### config.mk
export PLATFORM = sky130hd
export DESIGN_NAME = axiBridge
export DESIGN_NICKNAME = d
export VERILOG_FILES = /design/src/source/axiPkg.sv /design/src/source/reqPkg.sv /design/src/source/bridgeIfs.sv /design/src/source/reqSlot.sv /design/src/source/busControl.sv /design/src/source/lineAssembler.sv /design/src/source/writeBeat.sv /design/src/source/axiBridge.sv
export VERILOG_INCLUDE_DIRS = /design/src /design/src/source
export SDC_FILE = /design/constraint.sdc
export NUM_CORES = 1
export LEC_CHECK = 0
export BUFFER_PORTS_ARGS = -buffer_cell sky130_fd_sc_hd__buf_2
export CAP_MARGIN = 20
export CELL_PAD_IN_SITES_DETAIL_PLACEMENT = 1
export CELL_PAD_IN_SITES_GLOBAL_PLACEMENT = 2
export CORE_MARGIN = 3
export CORE_UTILIZATION = 30
export CTS_CLUSTER_DIAMETER = 60
export DETAILED_ROUTE_END_ITERATION = 12
export PLACE_DENSITY = 0.76
export SETUP_SLACK_MARGIN = 0.5
export SLEW_MARGIN = 5
export SYNTH_ARGS = -nofsm -noshare
export SYNTH_HDL_FRONTEND = slang
export SYNTH_SLANG_ARGS = --single-unit
### constraint.sdc
create_clock -name clk -period 7.7 [get_ports clk]
set_input_delay 0 -clock clk [delete_from_list [all_inputs] [get_ports clk]]
set_output_delay 0 -clock clk [all_outputs]
set_load 0.01 [all_outputs]
### src/source/bridge_consts.svh
`ifndef BRIDGE_CONSTS_SVH
`define BRIDGE_CONSTS_SVH

// byte address width.
`define ADDR_W 32

// one AXI data beat.
`define WORD_W 32

// one cache line, four beats.
`define LINE_W 128
`define LINE_BEATS 4

// one strobe bit per byte lane.
`define STRB_W 4

// low address bits cleared to align a line.
`define LINE_OFS_W 4

`endif

### src/source/axiPkg.sv
`default_nettype none
`include "bridge_consts.svh"

package axiPkg;

    typedef logic [`ADDR_W-1:0] addrT;
    typedef logic [`WORD_W-1:0] wordT;
    typedef logic [`STRB_W-1:0] strbT;

    // burst length minus one, as on the AXI bus.
    typedef logic [3:0] lenT;

    typedef logic [$clog2(`LINE_BEATS)-1:0] beatCntT;

endpackage

`default_nettype wire

### src/source/reqPkg.sv
`default_nettype none
`include "bridge_consts.svh"

package reqPkg;

    import axiPkg::*;

    typedef logic [`LINE_W-1:0] lineT;  // word 0 sits in the low bits.

    typedef struct packed {
        addrT pc;
    } instReqT;

    typedef struct packed {
        addrT addr;
        wordT data;
        strbT strobe;
        logic writeEn;
    } dataReqT;

endpackage

`default_nettype wire

### src/source/bridgeIfs.sv
`timescale 1ns/1ps
`default_nettype none

interface readRouteIf;

    logic active;     // read burst in data phase.
    logic toInst;     // line fill, else single word.
    logic lineDone;   // response taken by the client.
    logic rReadyOut;

    modport control (
        output active,
        output toInst,
        input  lineDone
    );

    modport assembler (
        input  active,
        input  toInst,
        output lineDone,
        output rReadyOut
    );

endinterface

interface writeBeatIf;

    import axiPkg::*;

    logic start;
    wordT data;
    strbT strobe;
    logic done;

    modport control (output start, output data, output strobe, input done);
    modport beat (input start, input data, input strobe, output done);

endinterface

`default_nettype wire

### src/source/reqSlot.sv
`timescale 1ns/1ps
`default_nettype none

module reqSlot #(
    parameter type payloadT = logic
) (
    input  logic    clk,
    input  logic    rst,
    input  logic    reqValid,
    output logic    reqReady,
    input  payloadT reqPayload,
    output logic    busy,
    output payloadT held,
    input  logic    releaseSlot
);

    logic accept;

    assign reqReady = !busy;
    assign accept   = reqValid && reqReady;

    always_ff @(posedge clk) begin
        if (rst) begin
            busy <= 1'b0;
        end else if (accept) begin
            busy <= 1'b1;
        end else if (releaseSlot) begin
            busy <= 1'b0;  // ready again next cycle.
        end
    end

    always_ff @(posedge clk) begin
        if (accept) begin
            held <= reqPayload;
        end
    end

endmodule

`default_nettype wire

### src/source/busControl.sv
`timescale 1ns/1ps
`default_nettype none
`include "bridge_consts.svh"

module busControl (
    input  logic            clk,
    input  logic            rst,

    input  logic            instBusy,
    input  reqPkg::instReqT instHeld,
    output logic            instRelease,
    input  logic            dataBusy,
    input  reqPkg::dataReqT dataHeld,
    output logic            dataRelease,

    output logic            arValid,
    output axiPkg::addrT    arAddr,
    output axiPkg::lenT     arLen,
    input  logic            arReady,
    output logic            awValid,
    output axiPkg::addrT    awAddr,
    input  logic            awReady,

    readRouteIf.control     route,
    writeBeatIf.control     wr
);

    import axiPkg::*;

    localparam int wordOfsW = $clog2(`STRB_W);

    typedef enum logic [1:0] {
        rdIdle,
        rdAddr,
        rdData
    } rdStateT;

    typedef enum logic {
        wrIdle,
        wrBusy
    } wrStateT;

    rdStateT rdState;
    wrStateT wrState;

    logic dataRdPending;
    logic dataWrPending;
    logic selInst;
    logic arSel;
    logic readToInst;
    addrT lineAddr;
    addrT wordAddr;

    assign dataRdPending = dataBusy && !dataHeld.writeEn;
    assign dataWrPending = dataBusy && dataHeld.writeEn;
    assign selInst       = !dataRdPending;  // data reads win.

    assign lineAddr = {instHeld.pc[`ADDR_W-1:`LINE_OFS_W], {`LINE_OFS_W{1'b0}}};
    assign wordAddr = {dataHeld.addr[`ADDR_W-1:wordOfsW], {wordOfsW{1'b0}}};

    // choice is live in idle and locked once the address is offered.
    assign arSel   = (rdState == rdIdle) ? selInst : readToInst;
    assign arValid = (rdState == rdIdle) ? (dataRdPending || instBusy) : (rdState == rdAddr);
    assign arAddr  = arSel ? lineAddr : wordAddr;
    assign arLen   = arSel ? lenT'(`LINE_BEATS - 1) : lenT'(0);

    assign route.active = (rdState == rdData);
    assign route.toInst = readToInst;

    always_ff @(posedge clk) begin
        if (rst) begin
            rdState    <= rdIdle;
            readToInst <= 1'b0;
        end else begin
            case (rdState)
                rdIdle: begin
                    if (arValid) begin
                        readToInst <= selInst;
                        rdState    <= arReady ? rdData : rdAddr;
                    end
                end
                rdAddr: begin
                    if (arReady) begin
                        rdState <= rdData;
                    end
                end
                rdData: begin
                    if (route.lineDone) begin
                        rdState <= rdIdle;
                    end
                end
                default: rdState <= rdIdle;
            endcase
        end
    end

    assign awValid   = (wrState == wrIdle) && dataWrPending;
    assign awAddr    = wordAddr;
    assign wr.start  = awValid && awReady;  // beat goes out next cycle.
    assign wr.data   = dataHeld.data;
    assign wr.strobe = dataHeld.strobe;

    always_ff @(posedge clk) begin
        if (rst) begin
            wrState <= wrIdle;
        end else begin
            case (wrState)
                wrIdle: begin
                    if (wr.start) begin
                        wrState <= wrBusy;
                    end
                end
                wrBusy: begin
                    if (wr.done) begin
                        wrState <= wrIdle;
                    end
                end
                default: wrState <= wrIdle;
            endcase
        end
    end

    assign instRelease = route.lineDone && readToInst;
    assign dataRelease = (route.lineDone && !readToInst) || wr.done;

endmodule

`default_nettype wire

### src/source/lineAssembler.sv
`timescale 1ns/1ps
`default_nettype none
`include "bridge_consts.svh"

module lineAssembler (
    input  logic             clk,
    input  logic             rst,
    input  logic             rValid,
    input  axiPkg::wordT     rData,
    input  logic             rLast,
    readRouteIf.assembler    route,
    output logic             instRespValid,
    output reqPkg::lineT     instLine,
    input  logic             instRespReady,
    output logic             dataRespValid,
    output axiPkg::wordT     dataRdata,
    input  logic             dataRespReady
);

    import axiPkg::*;

    beatCntT beatCnt;
    logic    beatTaken;
    logic    instTaken;
    logic    dataTaken;

    // stall the bus while a response waits for the client.
    assign route.rReadyOut = route.active && !instRespValid && !dataRespValid;
    assign beatTaken       = rValid && route.rReadyOut;
    assign instTaken       = instRespValid && instRespReady;
    assign dataTaken       = dataRespValid && dataRespReady;
    assign route.lineDone  = instTaken || dataTaken;

    always_ff @(posedge clk) begin
        if (rst) begin
            beatCnt <= '0;
        end else if (!route.active) begin
            beatCnt <= '0;
        end else if (beatTaken) begin
            beatCnt <= beatCnt + 1'b1;
        end
    end

    always_ff @(posedge clk) begin
        if (rst) begin
            instRespValid <= 1'b0;
            dataRespValid <= 1'b0;
        end else begin
            if (beatTaken && route.toInst && rLast) begin
                instRespValid <= 1'b1;
            end else if (instTaken) begin
                instRespValid <= 1'b0;
            end
            if (beatTaken && !route.toInst) begin
                dataRespValid <= 1'b1;  // single beat, no need to wait for last.
            end else if (dataTaken) begin
                dataRespValid <= 1'b0;
            end
        end
    end

    always_ff @(posedge clk) begin
        if (beatTaken) begin
            if (route.toInst) begin
                instLine[beatCnt*`WORD_W +: `WORD_W] <= rData;
            end else begin
                dataRdata <= rData;
            end
        end
    end

endmodule

`default_nettype wire

### src/source/writeBeat.sv
`timescale 1ns/1ps
`default_nettype none

module writeBeat (
    input  logic         clk,
    input  logic         rst,
    writeBeatIf.beat     wr,
    output logic         wValid,
    output axiPkg::wordT wData,
    output axiPkg::strbT wStrb,
    output logic         wLast,
    input  logic         wReady,
    input  logic         bValid,
    output logic         bReady
);

    logic wTaken;

    assign wTaken  = wValid && wReady;
    assign wLast   = 1'b1;  // every write is a one-beat burst.
    assign wr.done = bValid && bReady;

    always_ff @(posedge clk) begin
        if (rst) begin
            wValid <= 1'b0;
            bReady <= 1'b0;
        end else begin
            if (wr.start) begin
                wValid <= 1'b1;
            end else if (wTaken) begin
                wValid <= 1'b0;
            end
            if (wTaken) begin
                bReady <= 1'b1;
            end else if (wr.done) begin
                bReady <= 1'b0;
            end
        end
    end

    always_ff @(posedge clk) begin
        if (wr.start) begin
            wData <= wr.data;
            wStrb <= wr.strobe;
        end
    end

endmodule

`default_nettype wire

### src/source/axiBridge.sv
`timescale 1ns/1ps
`default_nettype none

module axiBridge (
    input  logic         clk,
    input  logic         rst,

    input  logic         instReqValid,
    input  axiPkg::addrT instPc,
    output logic         instReqReady,
    output logic         instRespValid,
    output reqPkg::lineT instLine,
    input  logic         instRespReady,

    input  logic         dataReqValid,
    input  axiPkg::addrT dataAddr,
    input  axiPkg::wordT dataWdata,
    input  axiPkg::strbT dataStrobe,
    input  logic         dataWriteEn,
    output logic         dataReqReady,
    output logic         dataRespValid,
    output axiPkg::wordT dataRdata,
    input  logic         dataRespReady,

    output logic         arValid,
    output axiPkg::addrT arAddr,
    output axiPkg::lenT  arLen,
    input  logic         arReady,
    input  logic         rValid,
    input  axiPkg::wordT rData,
    input  logic         rLast,
    output logic         rReady,
    output logic         awValid,
    output axiPkg::addrT awAddr,
    input  logic         awReady,
    output logic         wValid,
    output axiPkg::wordT wData,
    output axiPkg::strbT wStrb,
    output logic         wLast,
    input  logic         wReady,
    input  logic         bValid,
    output logic         bReady
);

    import reqPkg::*;

    instReqT instPayload;
    instReqT instHeld;
    dataReqT dataPayload;
    dataReqT dataHeld;
    logic    instBusy;
    logic    instRelease;
    logic    dataBusy;
    logic    dataRelease;

    readRouteIf route ();
    writeBeatIf wr ();

    assign instPayload = '{pc: instPc};
    assign dataPayload = '{addr: dataAddr, data: dataWdata, strobe: dataStrobe,
                           writeEn: dataWriteEn};
    assign rReady      = route.rReadyOut;

    reqSlot #(.payloadT(instReqT)) instSlot (
        .clk(clk), .rst(rst),
        .reqValid(instReqValid), .reqReady(instReqReady), .reqPayload(instPayload),
        .busy(instBusy), .held(instHeld), .releaseSlot(instRelease)
    );

    reqSlot #(.payloadT(dataReqT)) dataSlot (
        .clk(clk), .rst(rst),
        .reqValid(dataReqValid), .reqReady(dataReqReady), .reqPayload(dataPayload),
        .busy(dataBusy), .held(dataHeld), .releaseSlot(dataRelease)
    );

    busControl busCtrl (
        .clk(clk), .rst(rst),
        .instBusy(instBusy), .instHeld(instHeld), .instRelease(instRelease),
        .dataBusy(dataBusy), .dataHeld(dataHeld), .dataRelease(dataRelease),
        .arValid(arValid), .arAddr(arAddr), .arLen(arLen), .arReady(arReady),
        .awValid(awValid), .awAddr(awAddr), .awReady(awReady),
        .route(route.control), .wr(wr.control)
    );

    lineAssembler lineAsm (
        .clk(clk), .rst(rst),
        .rValid(rValid), .rData(rData), .rLast(rLast), .route(route.assembler),
        .instRespValid(instRespValid), .instLine(instLine), .instRespReady(instRespReady),
        .dataRespValid(dataRespValid), .dataRdata(dataRdata), .dataRespReady(dataRespReady)
    );

    writeBeat wrBeat (
        .clk(clk), .rst(rst), .wr(wr.beat),
        .wValid(wValid), .wData(wData), .wStrb(wStrb), .wLast(wLast), .wReady(wReady),
        .bValid(bValid), .bReady(bReady)
    );

endmodule

`default_nettype wire

==> run_results.csv <==
group,metric,value,unit
setup_path,crit_family,"buffers and inverters",
min_path,min_to,"dataSlot.held[26]",
drt,drc,0,
timing,rsz0062_at_grt,"no",
placement,gp_congestion,0.758,
pwr,irDropWorstVdd,0.210,mV
timing,tightest_slew,1.05,ns
pwr,clockPowerShare,43.4,%
drt,wl_per_cell,21.7,um
drt,dr.first_iter.drc_count,280,
logic_synthesis,synth_top_family_by_area,"simple AND/OR/NAND/NOR gates",
setup_path,cp_num_buf_inv,2,
cells_and_area,utilization,44.5,%
setup_path,required,7.70,ns
drt,via_per_inst,4.37,
global_routing,overflow,0,
setup_path,max_stage_delay,0.50,ns
floorplanning,fp-row-count,69,
logic_synthesis,syn_area_per_cell,18.9,um2
setup_path,rr_endpoint,"lineAsm.instLine[47]",
setup_path,cp_max_fo,32,
logic_synthesis,yosysWarnings,0,
floorplanning,ios,419,
drt,finalWirelength,35100,um
logic_synthesis,synth_ff_type,"edfxtp_1",
setup_path,critPathSlowestCell,"buf_4",
floorplanning,die-area,38900,um2
floorplanning,die_x,197,um
cts,clk_path_buf_depth,3,
pwr,power.leakage,0.00652,uW
pwr,p_switching,849,uW
logic_synthesis,synth_xor_area_share,0,%
cts,numCtsBuffers,36,
cells_and_area,area_growth,45.3,%
run_status,status,"completed",
global_routing,grt.busiest_layer,"met2",
timing,worst_slack,5.28,ns
logic_synthesis,synth_edf_count,291,
cts,clock_latency,0.53,ns
cells_and_area,seqCellArea,8980,um2
pwr,switching_share,22.0,%
floorplanning,die_y,197,um
timing,tns,0,ns
floorplanning,initial_utilization,30.6,%
global_routing,grt_use_met3,7.98,%
drt,ant_nets,0,
setup_path,end_kind,"output pin",
logic_synthesis,synth_compound_area_share,0.661,%
drt,num_vias,7073,
timing,fmax,414,MHz
pwr,internal-power,3000,uW
global_routing,grt_max_degree,46,
timing,slew_headroom,29.8,%
timing,fin_crit_sh,31.4,%
logic_synthesis,synthSimpleGateAreaFrac,9.28,%
logic_synthesis,synthMuxAreaShare,3.94,%
cts,root_buffer,"clkbuf_16",
cts,post_cts_buffers,0,
setup_path,startpoint_type,"flip-flop",
cts,cts_tree,"done",
placement,dp_hpwl,22500,um
timing,fin_skew,0.0306,ns
job,cap_violations,0,
pwr,p_total,3850,uW
global_routing,grt_first_pass_wirelength,50600,um
cells_and_area,fill_cells,3627,
placement,port_buffers,405,
min_path,min_path_cells,2,
timing,hold_viol,0,
cts,cts.sinks,303,
setup_path,worstPathCellList,"nand2b_1, mux2i_4, buf_4, mux2_2, buf_2",
cells_and_area,multi_input_area,1650,um2
setup_path,r2r_cells,3,
timing,drv_slew,0,
logic_synthesis,synthesis.area,11000,um2
min_path,min-delay-start,"dataWdata[21]",
global_routing,gr-usage-met1,19.7,%
global_routing,grt_pass1_vias,7909,
timing,setup_viol,0,
setup_path,r2r_slack,5.43,ns
cells_and_area,drive_gt1_share,43.7,%
global_routing,grt.total_usage,17.5,%
placement,placed_area,13300,um2
pwr,power_frac_seq,48.7,%
global_routing,antenna_found_initial,2,
drt,first_pass_iters,4,
cells_and_area,nNetsFinal,1278,
cts,clk_pin_slew,0.06,ns
setup_path,worstSetupPathType,"flip-flop to output pin",
cells_and_area,fin_area,15900,um2
pwr,comb_power_share,7.9,%
timing,period_needed,2.42,ns
floorplanning,core_area,35800,um2
logic_synthesis,synth_seq_cells,303,
logic_synthesis,synth_cells,581,
logic_synthesis,ys_types,32,
global_routing,use_met2,29.8,%
setup_path,rr_startpoint,"lineAsm.instRespValid",
placement,dp_slack,5.38,ns
cts,h-tree-depth,2,
logic_synthesis,synthAdderAreaFrac,0.570,%
logic_synthesis,ys_seq_area_share,81.8,%
pwr,power.density,242,nW/um2
min_path,hp-class,"input port to flip-flop",
logic_synthesis,async_reset_ff_share,0,%
setup_path,arrival,2.42,ns
-- cells in the final DEF (no fill, tap or decap), drive strengths merged, types with 3 or more instances in the layout --
master	instances
dlygate4sd3	146
buf	413
nor3b	6
nor2	5
a21oi	5
nand2	11
conb	7
mux2i	3
mux2	28
clkbuf	45
dfxtp	12
bufinv	3
clkinv	9
inv	15
edfxtp	291
ha	5
and2	134
nand2b	3
-- repair_timing --
item                       in CTS  in global routing
resized for setup               0                  0
setup endpoints to repair       0                  0
hold buffers                  146                  0
hold endpoints to repair      267                  0
-- cells in the mapped netlist, types with 2 or more instances --
library cell,count,area share [%]
mux2_2,6,0.62
edfxtp_1,291,80
a21oi_1,5,0.23
nand2_1,11,0.38
conb_1,2,0.068
dfxtp_1,12,2.2
and2_1,134,7.6
nor3_1,2,0.091
nand2b_1,3,0.17
ha_1,5,0.57
mux2i_1,2,0.18
buf_4,39,2.7
nor3b_1,6,0.41
nor2_1,4,0.14
buf_6,3,0.31
mux2_1,2,0.21
mux2_4,20,2.7
inv_1,8,0.27
clkbuf_1,13,0.44
-- layout make-up --
type / instances / share of cell area, %
Sequential cell: 303 / 56.3
Timing Repair Buffer: 559 / 22.2
Clock buffer: 45 / 5.99
Antenna cell: 2 / 0.0314
Inverter: 8 / 0.188
Clock inverter: 20 / 1.26
Tap cell: 461 / 3.62
Multi-Input combinational cell: 220 / 10.4
-- worst register-to-register path: cells and delay by family, from the launching register on --
family           cells  cell delay [ns]
AND/OR/NAND/NOR      3             1.50
flip-flops           1             0.33
-- metrics by stage --
| step | instances | hold slack (ns) |
|---|---|---|
| after floorplan | 586 | 0.0761 |
| after global placement | 1405 | 0.177 |
| after detailed placement | 1405 | 0.179 |
| after CTS | 1616 | 0.143 |
| after global routing | 1618 | 0.164 |
| final | 1618 | 0.189 |
-- metal layers --
layer | up-vias | part of all wire, %
met3 | 54 | 12
met4 | 0 | 2.4
met2 | 345 | 48
met1 | 3502 | 38
met5 | - | 0
li1 | 3172 | -
-- worst max path at each step --
stage	to	depth (start not counted)	slack, ns	start
after floorplan	lineAsm.dataRdata[0]	3	4.90	lineAsm.instRespValid
after global placement	lineAsm.instLine[15]	3	5.44	lineAsm.instRespValid
after detailed placement	lineAsm.instLine[51]	3	5.38	lineAsm.instRespValid
after CTS	arAddr[25]	5	5.22	dataSlot.held[0]
after global routing	arAddr[4]	5	5.19	dataSlot.held[0]
final	arAddr[4]	5	5.28	dataSlot.held[0]
-- state kept, by name (all words and copies together) (netlist names), 2 cells and up --
register,count
lineAsm.instLine,128
busCtrl.rdState,2
lineAsm.dataRdata,32
wrBeat.wStrb,4
instSlot.held,28
lineAsm.beatCnt,2
dataSlot.held,67
wrBeat.wData,32
-- power groups by stage --
stage	clock (uW)	sequential, uW	combinational (uW)
2_1_floorplan	0	1910	131
3_3_place_gp	0	1910	236
3_5_place_dp	0	1910	242
4_1_cts	1720	1880	305
5_1_grt	1780	1880	326
6_report	1670	1880	304
-- cells by family (layout without fill, tap and decap cells) --
group	count (synthesis)	in the layout
AO/OA/AOI/OAI	11	11
adder cells (fa/ha/maj)	5	5
buffers and inverters	63	632
flip-flops	303	303
multiplexers	31	31
other	2	9
AND/OR/NAND/NOR	166	166
(Power assumes the default switching activity.)
